$ cat src/common/mem_stage_settings.svh
`ifndef MEM_STAGE_SETTINGS_SVH
`define MEM_STAGE_SETTINGS_SVH

// Datapath widths
`define MEM_DATA_W 32
`define MEM_REG_ADDR_W 5

// Bus size codes, log2 of the byte count
`define MEM_SIZE_BYTE 2'd0
`define MEM_SIZE_HALF 2'd1
`define MEM_SIZE_WORD 2'd2

`endif

$ cat src/common/mem_stage_pkg.sv
`include "mem_stage_settings.svh"

package mem_stage_pkg;

    typedef logic [`MEM_DATA_W-1:0] word_t;
    typedef logic [`MEM_REG_ADDR_W-1:0] reg_addr_t;

    typedef enum logic [3:0] {
        MEM_NONE = 4'd0,
        LB       = 4'd1,
        LBU      = 4'd2,
        LH       = 4'd3,
        LHU      = 4'd4,
        LW       = 4'd5,
        SB       = 4'd6,
        SH       = 4'd7,
        SW       = 4'd8
    } mem_op_e;

    // Flags raised by fetch, decode and execute
    typedef struct packed {
        logic fetch_adel;
        logic reserved_inst;
        logic syscall;
        logic brk;
        logic overflow;
        logic eret;
    } upstream_exc_t;

    // Numeric values follow the CP0 cause codes
    typedef enum logic [4:0] {
        EXC_NONE       = 5'h00,
        EXC_ADEL       = 5'h04,
        EXC_ADES       = 5'h05,
        EXC_SYSCALL    = 5'h08,
        EXC_BREAK      = 5'h09,
        EXC_RI         = 5'h0a,
        EXC_OVERFLOW   = 5'h0c,
        EXC_ERET       = 5'h0e,
        EXC_FETCH_ADEL = 5'h0f
    } exc_code_e;

endpackage

$ cat src/data_bus/data_bus_ctrl.sv
`timescale 1ns/1ns
`include "mem_stage_settings.svh"

module data_bus_ctrl (
    input  logic                     clk,
    input  logic                     rst,
    input  mem_stage_pkg::mem_op_e   op_i,
    input  logic                     mem_en_i,
    input  logic                     is_store_i,
    input  logic [1:0]               size_i,
    input  mem_stage_pkg::word_t     addr_i,
    input  mem_stage_pkg::word_t     wdata_i,
    input  mem_stage_pkg::reg_addr_t wd_i,
    input  logic                     wreg_i,
    input  mem_stage_pkg::word_t     alu_result_i,
    input  logic                     exc_hit_i,
    input  mem_stage_pkg::word_t     load_data_i,
    input  logic                     data_addr_ok_i,
    input  logic                     data_data_ok_i,
    output logic                     data_req_o,
    output logic                     data_wr_o,
    output logic [1:0]               data_size_o,
    output mem_stage_pkg::word_t     data_addr_o,
    output mem_stage_pkg::word_t     data_wdata_o,
    output mem_stage_pkg::mem_op_e   saved_op_o,
    output logic [1:0]               saved_addr_lo_o,
    output logic                     mem_stall_o,
    output logic                     wreg_o,
    output mem_stage_pkg::reg_addr_t wd_o,
    output mem_stage_pkg::word_t     wdata_o
);
    import mem_stage_pkg::*;

    typedef enum logic [1:0] {
        IDLE,
        WAIT_ADDR,
        WAIT_DATA
    } state_e;

    state_e    state;
    logic      issue;
    logic      idle;
    mem_op_e   saved_op;
    word_t     saved_addr;
    word_t     saved_wdata;
    logic [1:0] saved_size;
    reg_addr_t saved_wd;
    logic      saved_wr;

    assign idle  = (state == IDLE);
    assign issue = idle && mem_en_i && !exc_hit_i;

    always_ff @(posedge clk) begin
        if (rst) begin
            state <= IDLE;
        end else begin
            case (state)
                IDLE: begin
                    if (issue) begin
                        state <= data_addr_ok_i ? WAIT_DATA : WAIT_ADDR;
                    end
                end
                WAIT_ADDR: begin
                    if (data_addr_ok_i) begin
                        state <= WAIT_DATA;
                    end
                end
                default: begin
                    if (data_data_ok_i) begin
                        state <= IDLE;
                    end
                end
            endcase
        end
    end

    // Request fields captured once, upstream may move on after the access
    always_ff @(posedge clk) begin
        if (issue) begin
            saved_op    <= op_i;
            saved_addr  <= addr_i;
            saved_wdata <= wdata_i;
            saved_size  <= size_i;
            saved_wd    <= wd_i;
            saved_wr    <= is_store_i;
        end
    end

    assign data_req_o   = idle ? issue : (state == WAIT_ADDR);
    assign data_wr_o    = data_req_o && (idle ? is_store_i : saved_wr);
    assign data_size_o  = idle ? size_i : saved_size;
    assign data_addr_o  = idle ? addr_i : saved_addr;
    assign data_wdata_o = idle ? wdata_i : saved_wdata;

    assign saved_op_o      = saved_op;
    assign saved_addr_lo_o = saved_addr[1:0];

    // Stall drops in the data_ok cycle so the load retires there
    assign mem_stall_o = data_req_o || (!idle && !data_data_ok_i);

    always_comb begin
        if (idle) begin
            wreg_o  = wreg_i && !issue && !exc_hit_i;
            wd_o    = wd_i;
            wdata_o = alu_result_i;
        end else begin
            wreg_o  = (state == WAIT_DATA) && data_data_ok_i && !saved_wr;
            wd_o    = saved_wd;
            wdata_o = load_data_i;
        end
    end

endmodule

$ cat src/data_bus/load_extract.sv
`timescale 1ns/1ns
`include "mem_stage_settings.svh"

module load_extract (
    input  mem_stage_pkg::mem_op_e op_i,
    input  logic [1:0]             addr_lo_i,
    input  mem_stage_pkg::word_t   rdata_i,
    output mem_stage_pkg::word_t   load_data_o
);
    import mem_stage_pkg::*;

    logic [7:0]  byte_sel;
    logic [15:0] half_sel;

    // Little-endian lanes
    always_comb begin
        case (addr_lo_i)
            2'd0:    byte_sel = rdata_i[7:0];
            2'd1:    byte_sel = rdata_i[15:8];
            2'd2:    byte_sel = rdata_i[23:16];
            default: byte_sel = rdata_i[31:24];
        endcase
    end

    assign half_sel = addr_lo_i[1] ? rdata_i[31:16] : rdata_i[15:0];

    always_comb begin
        case (op_i)
            LB:      load_data_o = {{(`MEM_DATA_W-8){byte_sel[7]}}, byte_sel};
            LBU:     load_data_o = {{(`MEM_DATA_W-8){1'b0}}, byte_sel};
            LH:      load_data_o = {{(`MEM_DATA_W-16){half_sel[15]}}, half_sel};
            LHU:     load_data_o = {{(`MEM_DATA_W-16){1'b0}}, half_sel};
            default: load_data_o = rdata_i;
        endcase
    end

endmodule

$ cat src/hw/access_decode.sv
`timescale 1ns/1ns
`include "mem_stage_settings.svh"

module access_decode (
    input  mem_stage_pkg::mem_op_e op_i,
    input  mem_stage_pkg::word_t   addr_i,
    input  mem_stage_pkg::word_t   store_data_i,
    output logic                   mem_en_o,
    output logic                   is_store_o,
    output logic [1:0]             size_o,
    output mem_stage_pkg::word_t   wdata_o,
    output logic                   misaligned_o
);
    import mem_stage_pkg::*;

    always_comb begin
        mem_en_o     = 1'b1;
        is_store_o   = 1'b0;
        size_o       = `MEM_SIZE_BYTE;
        wdata_o      = store_data_i;
        misaligned_o = 1'b0;
        case (op_i)
            LB, LBU: begin
                size_o = `MEM_SIZE_BYTE;
            end
            LH, LHU: begin
                size_o       = `MEM_SIZE_HALF;
                misaligned_o = addr_i[0];
            end
            LW: begin
                size_o       = `MEM_SIZE_WORD;
                misaligned_o = |addr_i[1:0];
            end
            SB: begin
                is_store_o = 1'b1;
                size_o     = `MEM_SIZE_BYTE;
                // Same byte on every lane, slave picks by address
                wdata_o    = {4{store_data_i[7:0]}};
            end
            SH: begin
                is_store_o   = 1'b1;
                size_o       = `MEM_SIZE_HALF;
                wdata_o      = {2{store_data_i[15:0]}};
                misaligned_o = addr_i[0];
            end
            SW: begin
                is_store_o   = 1'b1;
                size_o       = `MEM_SIZE_WORD;
                misaligned_o = |addr_i[1:0];
            end
            default: begin
                mem_en_o = 1'b0;
            end
        endcase
    end

endmodule

$ cat src/hw/except_select.sv
`timescale 1ns/1ns
`include "mem_stage_settings.svh"

module except_select (
    input  logic                         valid_i,
    input  mem_stage_pkg::upstream_exc_t exc_i,
    input  logic                         misaligned_i,
    input  logic                         is_store_i,
    output mem_stage_pkg::exc_code_e     exc_code_o
);
    import mem_stage_pkg::*;

    // Fixed priority, earliest pipeline stage first
    always_comb begin
        if (!valid_i) begin
            exc_code_o = EXC_NONE;
        end else if (exc_i.fetch_adel) begin
            exc_code_o = EXC_FETCH_ADEL;
        end else if (exc_i.reserved_inst) begin
            exc_code_o = EXC_RI;
        end else if (exc_i.syscall) begin
            exc_code_o = EXC_SYSCALL;
        end else if (exc_i.brk) begin
            exc_code_o = EXC_BREAK;
        end else if (exc_i.overflow) begin
            exc_code_o = EXC_OVERFLOW;
        end else if (misaligned_i) begin
            exc_code_o = is_store_i ? EXC_ADES : EXC_ADEL;
        end else if (exc_i.eret) begin
            exc_code_o = EXC_ERET;
        end else begin
            exc_code_o = EXC_NONE;
        end
    end

endmodule

$ cat src/hw/mem_stage.sv
`timescale 1ns/1ns

module mem_stage (
    input  logic                         clk,
    input  logic                         rst,
    input  logic                         valid_i,
    input  mem_stage_pkg::mem_op_e       op_i,
    input  mem_stage_pkg::word_t         addr_i,
    input  mem_stage_pkg::word_t         store_data_i,
    input  mem_stage_pkg::reg_addr_t     wd_i,
    input  logic                         wreg_i,
    input  mem_stage_pkg::word_t         alu_result_i,
    input  mem_stage_pkg::upstream_exc_t exc_i,
    output logic                         data_req_o,
    output logic                         data_wr_o,
    output logic [1:0]                   data_size_o,
    output mem_stage_pkg::word_t         data_addr_o,
    output mem_stage_pkg::word_t         data_wdata_o,
    input  mem_stage_pkg::word_t         data_rdata_i,
    input  logic                         data_addr_ok_i,
    input  logic                         data_data_ok_i,
    output logic                         mem_stall_o,
    output logic                         wreg_o,
    output mem_stage_pkg::reg_addr_t     wd_o,
    output mem_stage_pkg::word_t         wdata_o,
    output mem_stage_pkg::exc_code_e     exc_code_o
);
    import mem_stage_pkg::*;

    logic       mem_en;
    logic       is_store;
    logic [1:0] size;
    word_t      bus_wdata;
    logic       misaligned;
    logic       exc_hit;
    word_t      load_data;
    mem_op_e    saved_op;
    logic [1:0] saved_addr_lo;

    access_decode u_access_decode (
        .op_i         (op_i),
        .addr_i       (addr_i),
        .store_data_i (store_data_i),
        .mem_en_o     (mem_en),
        .is_store_o   (is_store),
        .size_o       (size),
        .wdata_o      (bus_wdata),
        .misaligned_o (misaligned)
    );

    except_select u_except_select (
        .valid_i      (valid_i),
        .exc_i        (exc_i),
        .misaligned_i (misaligned),
        .is_store_i   (is_store),
        .exc_code_o   (exc_code_o)
    );

    assign exc_hit = (exc_code_o != EXC_NONE);

    data_bus_ctrl u_data_bus_ctrl (
        .clk             (clk),
        .rst             (rst),
        .op_i            (op_i),
        .mem_en_i        (mem_en),
        .is_store_i      (is_store),
        .size_i          (size),
        .addr_i          (addr_i),
        .wdata_i         (bus_wdata),
        .wd_i            (wd_i),
        .wreg_i          (wreg_i),
        .alu_result_i    (alu_result_i),
        .exc_hit_i       (exc_hit),
        .load_data_i     (load_data),
        .data_addr_ok_i  (data_addr_ok_i),
        .data_data_ok_i  (data_data_ok_i),
        .data_req_o      (data_req_o),
        .data_wr_o       (data_wr_o),
        .data_size_o     (data_size_o),
        .data_addr_o     (data_addr_o),
        .data_wdata_o    (data_wdata_o),
        .saved_op_o      (saved_op),
        .saved_addr_lo_o (saved_addr_lo),
        .mem_stall_o     (mem_stall_o),
        .wreg_o          (wreg_o),
        .wd_o            (wd_o),
        .wdata_o         (wdata_o)
    );

    load_extract u_load_extract (
        .op_i        (saved_op),
        .addr_lo_i   (saved_addr_lo),
        .rdata_i     (data_rdata_i),
        .load_data_o (load_data)
    );

endmodule

$ cat config.mk
export PLATFORM = sky130hd
export DESIGN_NAME = mem_stage
export DESIGN_NICKNAME = d
export VERILOG_FILES = /design/src/common/mem_stage_pkg.sv /design/src/data_bus/data_bus_ctrl.sv /design/src/data_bus/load_extract.sv /design/src/hw/access_decode.sv /design/src/hw/except_select.sv /design/src/hw/mem_stage.sv
export VERILOG_INCLUDE_DIRS = /design/src /design/src/common
export SDC_FILE = /design/constraint.sdc
export NUM_CORES = 1
export LEC_CHECK = 0
export ABC_AREA = 1
export BUFFER_PORTS_ARGS = -buffer_cell sky130_fd_sc_hd__buf_2
export CORE_ASPECT_RATIO = 2
export CORE_UTILIZATION = 51
export CTS_CLUSTER_SIZE = 16
export DETAILED_ROUTE_END_ITERATION = 8
export PLACE_DENSITY = 0.87
export SLEW_MARGIN = 20
export SYNTH_ARGS = -nofsm -noshare
export SYNTH_HDL_FRONTEND = slang
export SYNTH_HIERARCHICAL = 1
export SYNTH_SLANG_ARGS = --single-unit
$ cat constraint.sdc
create_clock -name clk -period 10.15 [get_ports clk]
set_input_delay 2.03 -clock clk [delete_from_list [all_inputs] [get_ports clk]]
set_output_delay 2.03 -clock clk [all_outputs]
set_load 0.1 [all_outputs]
=== Yosys cells after proc, flatten, opt, wreduce, memory -nomap -nowiden ===
Index checks and enable logic that the tools add are counted.

* Register bits: 78
* Input bits: 149
* Output and inout port bits: 112

* Eq/ne operators: 18
* Muxes and demuxes: 30
* Reductions and logical operators: 24

{| class="wikitable"
|+ Operators with widths
! operator !! count
|-
| one-hot mux 32 bit (4 select lines) || 1
|-
| 2-to-1 mux 32 bit || 3
|-
| one-hot mux 32 bit (2 select lines) || 1
|-
| 2-to-1 mux 5 bit || 8
|-
| one-hot mux 8 bit (3 select lines) || 1
|-
| equality test 4 x 3 -> 1 bit (second input constant) || 5
|-
| equality test 4 x 2 -> 1 bit (second input constant) || 4
|-
| 2-to-1 mux 16 bit || 1
|-
| 2-to-1 mux 2 bit || 5
|-
| equality test 4 x 1 -> 1 bit (second input constant) || 2
|-
| logical AND 1 bit || 8
|-
| one-hot mux 2 bit (2 select lines) || 2
|-
| OR reduction 8 bit || 1
|-
| 2-to-1 mux 1 bit || 6
|-
| OR reduction 3 bit || 2
|-
| logical NOT 1 bit || 5
|-
| nonzero test 5 bit || 1
|-
| equality test 2 x 1 -> 1 bit (second input constant) || 2
|-
| equality test 2 bit (second input constant) || 2
|-
| equality test 4 bit (second input constant) || 1
|-
| logical NOT 2 bit || 2
|-
| 2-to-1 mux 4 bit || 1
|-
| OR reduction 2 bit || 2
|-
| AND reduction 3 bit || 1
|-
| other kinds (5) || 5
|}

=== Logic depth before layout (Yosys ltp) ===
Gate-level depths: netlist of run 1.

* Depth after elaboration: 18
* Depth in mapped cells: 19

=== Modules after synthesis ===
Netlist of run 1, hierarchy kept.

{| class="wikitable"
|+ By module, submodules not included
! module !! instances !! cells each !! area each (µm²) !! sequential area each (µm²)
|-
| data_bus_ctrl || 1 || 440 || 3729.8 || 2322.2
|-
| load_extract || 1 || 213 || 1074.8 || 0.0
|-
| access_decode || 1 || 112 || 524.3 || 0.0
|-
| except_select || 1 || 26 || 113.9 || 0.0
|-
| mem_stage || 1 || 4 || 16.3 || 0.0
|}

=== Least setup slack after synthesis of run 1 ===
Ideal clock, no wire load.

* Path kind: input-to-output
* From: in op_i[2]
* To: out mem_stall_o
* Arrival: 6101 ps
* Required time: 8120 ps
* Slack: 2019 ps
* Stages: 19
* Buffers on the path: 1
* Cells stage by stage: inv_2 > nor2_4 > buf_6 > nand2_1 > nand2_1 > nand2_1 > nand2_1 > inv_1 > nand2_1 > nand2_1 > nand2_1 > nand2_1 > nor2_1 > nand3_1 > inv_1 > nand2_1 > a21oi_1 > inv_1 > nand2_1

* Elaborated cells between the ends (all ways): 29

{| class="wikitable"
|+ RTL lines
! item !! RTL line !! RTL
|-
| start: declaration || mem_stage.sv:7 || <nowiki>input mem_stage_pkg::mem_op_e op_i,</nowiki>
|-
| equality test 4 x 2 -> 1 bit (tied with other cells) || access_decode.sv:22 || <nowiki>case (op_i)</nowiki>
|-
| OR reduction 3 bit (no line) / OR reduction 2 bit (equally long branches) || -- ||
|-
| one-hot mux 1 bit (2 select lines) (*) || access_decode.sv:22 ||
|-
| via misaligned || mem_stage.sv:34 || <nowiki>logic misaligned;</nowiki>
|-
| 2-to-1 mux 5 bit (*) || except_select.sv:27 || <nowiki>end else if (misaligned_i) begin</nowiki>
|-
| 2-to-1 mux 5 bit (*) || except_select.sv:25 || <nowiki>end else if (exc_i.overflow) begin</nowiki>
|-
| 2-to-1 mux 5 bit (*) || except_select.sv:23 || <nowiki>end else if (exc_i.brk) begin</nowiki>
|-
| 2-to-1 mux 5 bit (*) || except_select.sv:21 || <nowiki>end else if (exc_i.syscall) begin</nowiki>
|-
| (+3 left out) || -- ||
|-
| via exc_code_o[3] || mem_stage.sv:26 || <nowiki>output mem_stage_pkg::exc_code_e exc_code_o</nowiki>
|-
| nonzero test 5 bit (*) || mem_stage.sv:59 || <nowiki>assign exc_hit = (exc_code_o != EXC_NONE);</nowiki>
|-
| via exc_hit || mem_stage.sv:35 || <nowiki>logic exc_hit;</nowiki>
|-
| logical NOT 1 bit (*) || data_bus_ctrl.sv:51 || <nowiki>assign issue = idle && mem_en_i && !exc_hit_i;</nowiki>
|-
| logical AND 1 bit (*) || data_bus_ctrl.sv:51 ||
|-
| 2-to-1 mux 1 bit (*) || data_bus_ctrl.sv:89 || <nowiki>assign data_req_o = idle ? issue : (state == WAIT_ADDR);</nowiki>
|-
| via data_req_o || mem_stage.sv:14 || <nowiki>output logic data_req_o,</nowiki>
|-
| logical OR 1 bit (*) || data_bus_ctrl.sv:99 || <nowiki>assign mem_stall_o = data_req_o || (!idle && !data_data_ok_i);</nowiki>
|-
| end: declaration || mem_stage.sv:22 || <nowiki>output logic mem_stall_o,</nowiki>
|}

The timed path passes the listed nets; every way through them passes the cells marked *.

=== Final worst setup path of run 1 ===
* From: in op_i[2]
* To: out wreg_o

* Word-level cells in the longest chain between the ends: 18
* Elaborated cells between the ends (all ways): 31

{| class="wikitable"
|+ Ends and longest elaborated chain
! item !! RTL line !! RTL
|-
| equality test 4 x 3 -> 1 bit / equality test 4 bit (equally long branches) || access_decode.sv:22 ||
|-
| OR reduction 3 bit (no line) (*) || -- ||
|-
| 2-to-1 mux 1 bit (*) || access_decode.sv:22 ||
|-
| via is_store || mem_stage.sv:31 || <nowiki>logic is_store;</nowiki>
|-
| 2-to-1 mux 1 bit (*) || except_select.sv:28 || <nowiki>exc_code_o = is_store_i ? EXC_ADES : EXC_ADEL;</nowiki>
|-
| 2-to-1 mux 5 bit (*) || except_select.sv:27 ||
|-
| 2-to-1 mux 5 bit (*) || except_select.sv:25 ||
|-
| 2-to-1 mux 5 bit (*) || except_select.sv:23 ||
|-
| (+4 left out) || -- ||
|-
| nonzero test 5 bit (*) || mem_stage.sv:59 ||
|-
| via exc_hit || mem_stage.sv:35 ||
|-
| logical NOT 1 bit (*) || data_bus_ctrl.sv:51, data_bus_ctrl.sv:103 ||
|-
| logical AND 1 bit || data_bus_ctrl.sv:51 ||
|-
| logical NOT 1 bit || data_bus_ctrl.sv:103 || <nowiki>wreg_o = wreg_i && !issue && !exc_hit_i;</nowiki>
|-
| logical AND 1 bit || data_bus_ctrl.sv:103 ||
|-
| logical AND 1 bit (*) || data_bus_ctrl.sv:103 ||
|-
| 2-to-1 mux 1 bit (*) || data_bus_ctrl.sv:102 || <nowiki>if (idle) begin</nowiki>
|-
| end: declaration || mem_stage.sv:23 || <nowiki>output logic wreg_o,</nowiki>
|}

Marks and branches as above.

==> results of run 1 <==
[cells by family after synthesis]
group	after synthesis
buffers and inverters	79
other	1
flip-flops	78
AO/OA/AOI/OAI	16
AND/OR/NAND/NOR	621
[worst max-delay path: stages]
cell and delay, ns:
buf_2 0.12, inv_2 0.06, nor2_4 0.33, nand2_2 0.31
nand2_1 0.21, nand3_1 0.10, nand2_1 0.08, nand2_1 0.07
a21oi_2 0.14, nor2_1 0.05, nand3_1 0.07, inv_1 0.05
nand2_1 0.13, nand2_1 0.11, o21ai_1 0.16, buf_2 0.44
[worst paths after layout]
check,start,endpoint,slack [ns],cells past startpoint
max,op_i[2],wreg_o,3.66,16
min,u_data_bus_ctrl/state[0],u_data_bus_ctrl/state[0],0.51,2
max reg2reg,u_data_bus_ctrl/state[1],u_data_bus_ctrl/saved_addr[12],7.65,4
min reg2reg,u_data_bus_ctrl/state[0],u_data_bus_ctrl/state[0],0.51,2
[registers in the layout, summed over array words and instances (netlist names)]
name	cells
u_data_bus_ctrl/saved_wdata	32
u_data_bus_ctrl/saved_op_o	4
u_data_bus_ctrl/saved_addr	32
u_data_bus_ctrl/state	2
u_data_bus_ctrl/saved_wd	5
u_data_bus_ctrl/saved_size	2
u_data_bus_ctrl/saved_wr	1
[power by group]
part           leakage, µW  internal (µW)  switching, µW
sequential        0.000704            359           1.94
clock             0.000147            193            134
combinational      0.00294           71.4            342
[area by class of cell]
cell class	instances	area share
Tap cell	137	0.0247
Inverter	27	0.0148
Clock buffer	9	0.0325
Clock inverter	7	0.0112
Timing Repair Buffer	264	0.192
Multi-Input combinational cell	638	0.390
Sequential cell	78	0.335
[synth_stat cells (2+ instances only)]
| cell | instances | area, µm² |
|---|---|---|
| a21oi_1 | 5 | 25.0 |
| buf_2 | 18 | 90.1 |
| buf_4 | 17 | 128 |
| buf_6 | 4 | 45.0 |
| clkbuf_1 | 11 | 41.3 |
| dfxtp_1 | 2 | 40.0 |
| edfxtp_1 | 76 | 2280 |
| inv_1 | 24 | 90.1 |
| inv_2 | 3 | 11.3 |
| nand2_1 | 452 | 1700 |
| nand2_2 | 5 | 31.3 |
| nand2_4 | 2 | 22.5 |
| nand3_1 | 90 | 450 |
| nand3_2 | 11 | 110 |
| nor2_1 | 49 | 184 |
| nor2_2 | 3 | 18.8 |
| nor2_4 | 4 | 45.0 |
| o21ai_0 | 7 | 35.0 |
| o21ai_1 | 2 | 10.0 |
[per-stage QoR]
stage	hold WS, ns	cell area, µm²	instances	util	setup WS (ns)
2_1_floorplan	0.483	5460	795	-	2.02
3_3_place_gp	0.508	6630	1144	0.633	3.82
3_5_place_dp	0.507	6630	1144	0.633	3.73
4_1_cts	0.516	6940	1160	0.662	3.71
5_1_grt	0.531	6940	1160	0.662	3.44
6_report	0.513	6940	1160	0.662	3.66
[layer usage]
| layer | up-vias | part of all wire | track usage |
|---|---|---|---|
| met5 | - | 0 | 0 |
| met4 | 0 | 0.048 | 0.165 |
| met1 | 2632 | 0.34 | 0.334 |
| met3 | 56 | 0.068 | 0.0454 |
| li1 | 2962 | - | - |
| met2 | 305 | 0.54 | 0.542 |
==> results.py, run 1 <==
metrics = {
    "outcome": {
        "run_status": "completed",
    },
    "clock_tree": {
        "clock_path_buffers": 2,
        "cts_sinks": 78,
        "cts_max_level": 3,
        "insertion_delay_ns": 0.33,
        "cts_setup_buffers": 0,
        "postCtsResizedCells": 0,
        "cts_root_buf": "clkbuf_16",
        "hold_buffers": 0,
        "clkTransAtPathRegs_ns": 0.06,
        "cts_tree": "built",
        "cts_buffers": 9,
    },
    "global_routing": {
        "antenna_found_initial": 0,
        "grt_max_degree": 107,
        "grt_overflow": 0,
        "grt_pass1_vias": 5395,
        "track_usage": 0.304,
        "grt_pass1_wl_mm": 25.5,
    },
    "final_layout": {
        "layout-drive-gt1-share": 0.307,
        "diodes": 0,
        "syn_to_final_growth_pct": 27.1,
        "seqCellArea_um2": 2320,
        "multi_input_area_um2": 2700,
        "n_fill_cell": 949,
        "nets": 1167,
        "final_cell_mix": "452 x nand2_1, 259 x buf_2, 90 x nand3_1",
        "final_common_cell": "nand2_1",
    },
    "sta": {
        "min_period_over_period": 0.639,
        "relSlewSlack": 0.292,
        "setup_violations": 0,
        "hold_viol": 0,
        "min_period_ns": 6.49,
        "tns_ns": 0,
        "fmax_mhz": 154,
        "final_max_slew_viol_count": 0,
        "grt_setup_unrepaired": "no",
        "skew_ns": 0.00657,
        "tightest_slew_ns": 1.06,
    },
    "power": {
        "total_power_uw": 1100,
        "leakagePower_uw": 0.00379,
        "powerDensity_nw_per_um2": 159,
        "vdd_ir_drop_max_uv": 120,
    },
    "die": {
        "die_y_um": 148,
        "die-area_um2": 11100,
        "start_util": 0.521,
        "num_io_pins": 261,
        "num_rows": 53,
        "chipWidth_um": 75.2,
        "core_um2": 10500,
    },
    "synthesis": {
        "syn_area_per_cell_um2": 6.87,
        "yosysSeqAreaShare": 0.425,
        "ys_async_sr_fraction": 0,
        "synth-simple-area-share": 0.477,
        "synth_fa_ha_area_frac": 0,
        "synth_warnings": 6,
        "yosys.cell_types.count": 29,
        "synth_mux_area_frac": 0,
        "syn_area_um2": 5460,
        "synth_edf_count": 76,
        "synth.ff_latch_count": 78,
        "synth_flop_cell": "edfxtp_1",
        "syn-num-nets": 944,
        "synth_compound_area_frac": 0.0160,
        "synth_xor_area_frac": 0,
        "synth_top_family_by_area": "simple AND/OR/NAND/NOR gates",
        "syn_inst": 795,
    },
    "setup_path": {
        "required_ns": 8.12,
        "critPathCaptureType": "output port",
        "cp-start-kind": "primary input",
        "worstPathArrival_ns": 4.46,
        "critPathMaxFanout": 20,
        "worstSetupPathType": "in2out",
    },
    "route": {
        "vias_per_cell": 5.13,
        "post_drt_wl_per_cell_um": 14.4,
        "drt-total-wl_mm": 16.8,
        "post-route-drc-count": 0,
        "ant_nets": 0,
        "vias": 5955,
        "drtPass1Iterations": 5,
        "first_iter_violations": 340,
    },
    "placed_design": {
        "io_buffers": 259,
        "gp_congestion": 0.926,
        "hpwl_mm": 12.2,
    },
    "run": {
        "cap_viol_max_count": 0,
    },
    "min_path": {
        "min_path_type": "reg2reg",
    },
}
Power figures use the tool's default switching activity.
==> run 2, diff against run 1 <==
--- a/config.mk
+++ b/config.mk
@@ -6,13 +6,13 @@
 export SDC_FILE = /design/constraint.sdc
 export NUM_CORES = 1
 export LEC_CHECK = 0
-export ABC_AREA = 1
+export ABC_AREA = 0
 export BUFFER_PORTS_ARGS = -buffer_cell sky130_fd_sc_hd__buf_2
 export CORE_ASPECT_RATIO = 2
-export CORE_UTILIZATION = 51
+export CORE_UTILIZATION = 43
 export CTS_CLUSTER_SIZE = 16
 export DETAILED_ROUTE_END_ITERATION = 8
-export PLACE_DENSITY = 0.87
+export PLACE_DENSITY = 0.77
 export SLEW_MARGIN = 20
 export SYNTH_ARGS = -nofsm -noshare
 export SYNTH_HDL_FRONTEND = slang
==> constraint.sdc (replaced) <==
create_clock -name clk -period 5.2 [get_ports clk]
set_input_delay 1.04 -clock clk [delete_from_list [all_inputs] [get_ports clk]]
set_output_delay 1.04 -clock clk [all_outputs]
set_load 0.1 [all_outputs]
==> run 2 against run 1 <==
  * Highest routed layer unchanged
  * Critical path type unchanged
  * Sequential share of layout area decreased by 1.4 points
  * Sequential power rose by 97%
  * Hold slack gained 0.16 ns
  * Flip-flop and latch count unchanged
  * Register-to-register slack got worse by 5.0 ns
  * Clock power up 100%
  * Clock skew up 0.0023 ns
  * Via count shrank 22%
==> results.py, run 2 <==
metrics = {
    "route": {
        "drt-total-wl_mm": 15.8,
        "first_iter_violations": 189,
        "post-route-drc-count": 0,
        "vias": 4634,
        "drtPass1Iterations": 6,
        "vias_per_cell": 5.71,
        "ant_nets": 0,
        "post_drt_wl_per_cell_um": 19.4,
    },
    "synthesis": {
        "synth_flop_cell": "edfxtp_1",
        "synth_warnings": 6,
        "syn_area_um2": 5680,
        "yosys.cell_types.count": 55,
        "yosysMostFrequentCell": "edfxtp_1",
        "yosysTopAreaCell": "edfxtp_1",
        "synth_area_leaders": "edfxtp_1 40%, mux2_4 17%, mux2_2 12%",
        "yosysSeqAreaShare": 0.409,
        "synth.ff_latch_count": 78,
        "syn_area_per_cell_um2": 13.4,
        "syn-num-nets": 573,
        "yosysTopAreaCellShare": 0.402,
        "syn_inst": 424,
        "netlist_top_cells_count": "76 x edfxtp_1, 63 x mux2_2, 63 x mux2_4, 16 x o2bb2ai_1",
        "ys_async_sr_fraction": 0,
        "synth_edf_count": 76,
    },
    "power": {
        "total_power_uw": 2160,
        "vdd_ir_drop_max_uv": 314,
        "powerDensity_nw_per_um2": 298,
        "leakagePower_uw": 0.00330,
    },
    "placed_design": {
        "placed_cells": 797,
        "gp_congestion": 0.978,
        "hpwl_mm": 12.6,
        "io_buffers": 259,
        "pre_cts_slack_ns": 0.455,
    },
    "final_layout": {
        "syn_to_final_growth_pct": 27.4,
        "layout-drive-gt1-share": 0.641,
        "n_fill_cell": 1132,
        "final_common_cell": "buf_2",
        "nets": 805,
        "final_cell_mix": "259 x buf_2, 76 x edfxtp_1, 63 x mux2_2, 63 x mux2_4, 16 x o2bb2ai_1",
        "diodes": 0,
        "final_cells": 812,
        "reg_top3": "u_data_bus_ctrl/saved_addr x32, u_data_bus_ctrl/saved_wdata x32, u_data_bus_ctrl/saved_wd x5",
        "post-route-util": 0.560,
    },
    "clock_tree": {
        "clock_path_buffers": 2,
        "clkTransAtPathRegs_ns": 0.05,
        "insertion_delay_ns": 0.33,
        "cts_buffers": 9,
        "postCtsResizedCells": 0,
        "hold_buffers": 0,
        "cts_setup_buffers": 0,
        "cts_sinks": 78,
        "cts_max_level": 3,
        "cts_tree": "built",
        "cts_root_buf": "clkbuf_16",
    },
    "min_path": {
        "worstHoldPathCells": 2,
        "hold_path_end": "u_data_bus_ctrl/state[0]",
        "hold_start": "u_data_bus_ctrl/state[0]",
        "min_path_type": "reg2reg",
    },
    "die": {
        "num_rows": 59,
        "start_util": 0.440,
        "core_um2": 12900,
        "die_y_um": 165,
        "chipWidth_um": 83.3,
        "die-area_um2": 13700,
        "num_io_pins": 261,
    },
    "setup_path": {
        "worstSetupPathType": "in2out",
        "critPathMaxFanout": 11,
        "required_ns": 4.16,
        "crit_top_cell": "buf_2",
        "critPathCaptureType": "output port",
        "critPathLaunch": "op_i[1]",
        "crit_chain": "buf_2 -> nand4b_1 -> and3_1 -> o21ai_0 -> nor2b_1 -> o41a_1 -> nor2_1 -> nand2_1 -> or4b_1 -> a21oi_4 -> buf_2",
        "reg2reg_depth": 4,
        "cp.buffers_inverters": 2,
        "slowest_stage": "or4b_1",
        "worstPathArrival_ns": 3.70,
        "rrSetupSlack_ns": 2.63,
        "r2r_start": "u_data_bus_ctrl/state[1]",
        "cp-start-kind": "primary input",
        "path_delay_family": "simple AND/OR/NAND/NOR gates",
        "critical-path-max-stage-delay_ns": 0.57,
        "rr_endpoint": "u_data_bus_ctrl/saved_addr[22]",
    },
    "global_routing": {
        "grt_pass1_wl_mm": 23.9,
        "grt_pass1_vias": 4654,
        "grt_max_degree": 63,
        "track_usage": 0.224,
        "antenna_found_initial": 0,
        "grt_overflow": 0,
    },
    "sta": {
        "min_period_over_period": 0.912,
        "final_max_slew_viol_count": 0,
        "hold_viol": 0,
        "setup_violations": 0,
        "setup_slack_ns": 0.459,
        "tightest_slew_ns": 0.933,
        "relSlewSlack": 0.376,
        "skew_ns": 0.00882,
        "tns_ns": 0,
        "min_period_ns": 4.74,
        "grt_setup_unrepaired": "no",
        "fmax_mhz": 211,
    },
    "run": {
        "cap_viol_max_count": 0,
    },
    "outcome": {
        "run_status": "completed",
    },
}
## run 2: changes by cell type after synthesis, sizes merged, moves of 15 or more
cell / before / now
nand3: 102 / 11
o2bb2ai: 0 / 16
nor2: 56 / 7
nand2: 459 / 12
mux2: 0 / 126
o211ai: 0 / 15
## run 2: metal layers
layer,track usage,vias up,share of wire
li1,-,2129,-
met1,0.208,2173,0.33
met2,0.437,274,0.55
met3,0.0410,58,0.064
met4,0.152,0,0.059
met5,0,-,0
## run 2: area by class of cell
cell class / instances / area, µm² / share of cell area
inverter: 13 / 48.8 / 0.00674
clock inverter: 6 / 87.6 / 0.0121
clock buffer: 9 / 225 / 0.0311
timing repair buffer: 266 / 1360 / 0.188
multi-input combinational: 288 / 3000 / 0.415
sequential: 78 / 2320 / 0.321
tap: 152 / 190 / 0.0263
## run 2: kinds of logic (layout without fill, tap and decap cells)
group	Yosys count	after routing	synth area share
muxes	145	145	0.349
other	1	1	0.000660
buffers and inverters	58	294	0.0678
and+or+nand+nor	61	61	0.0705
AOI/OAI and AO/OA	79	79	0.100
xor gates and xnor gates	2	2	0.00308
DFF	78	78	0.409
## run 2: stage by stage
stage | instance area [µm²] | hold slack, ns
after CTS | 7240 | 0.677
after floorplan | 5710 | 0.575
after global routing | 7240 | 0.703
final | 7240 | 0.678
after detailed placement | 6930 | 0.669
after global placement | 6930 | 0.633
## run 2: power breakdown
group	leakage, µW	switching, µW	internal, µW	total [µW]
Combinational	0.00244	592	191	782
Clock	0.000155	250	418	667
Sequential	0.000708	5.19	705	710
Total	0.00330	846	1310	2160
## run 2: how the worst max path moves through the flow
stage / end / slack, ns / depth (start not counted)
after floorplan: data_wr_o / 0.05 / 11
after global placement: wreg_o / 0.57 / 11
after detailed placement: wreg_o / 0.45 / 11
after CTS: wreg_o / 0.46 / 11
after global routing: wreg_o / 0.34 / 11
final: wreg_o / 0.46 / 11
## run 2: worst reg2reg max path, cell delays in order, from the launching register on
cell,delay (ns)
dfxtp_1,0.45
nor2_4,0.16
buf_4,0.68
and2_4,0.63
buf_12,0.32
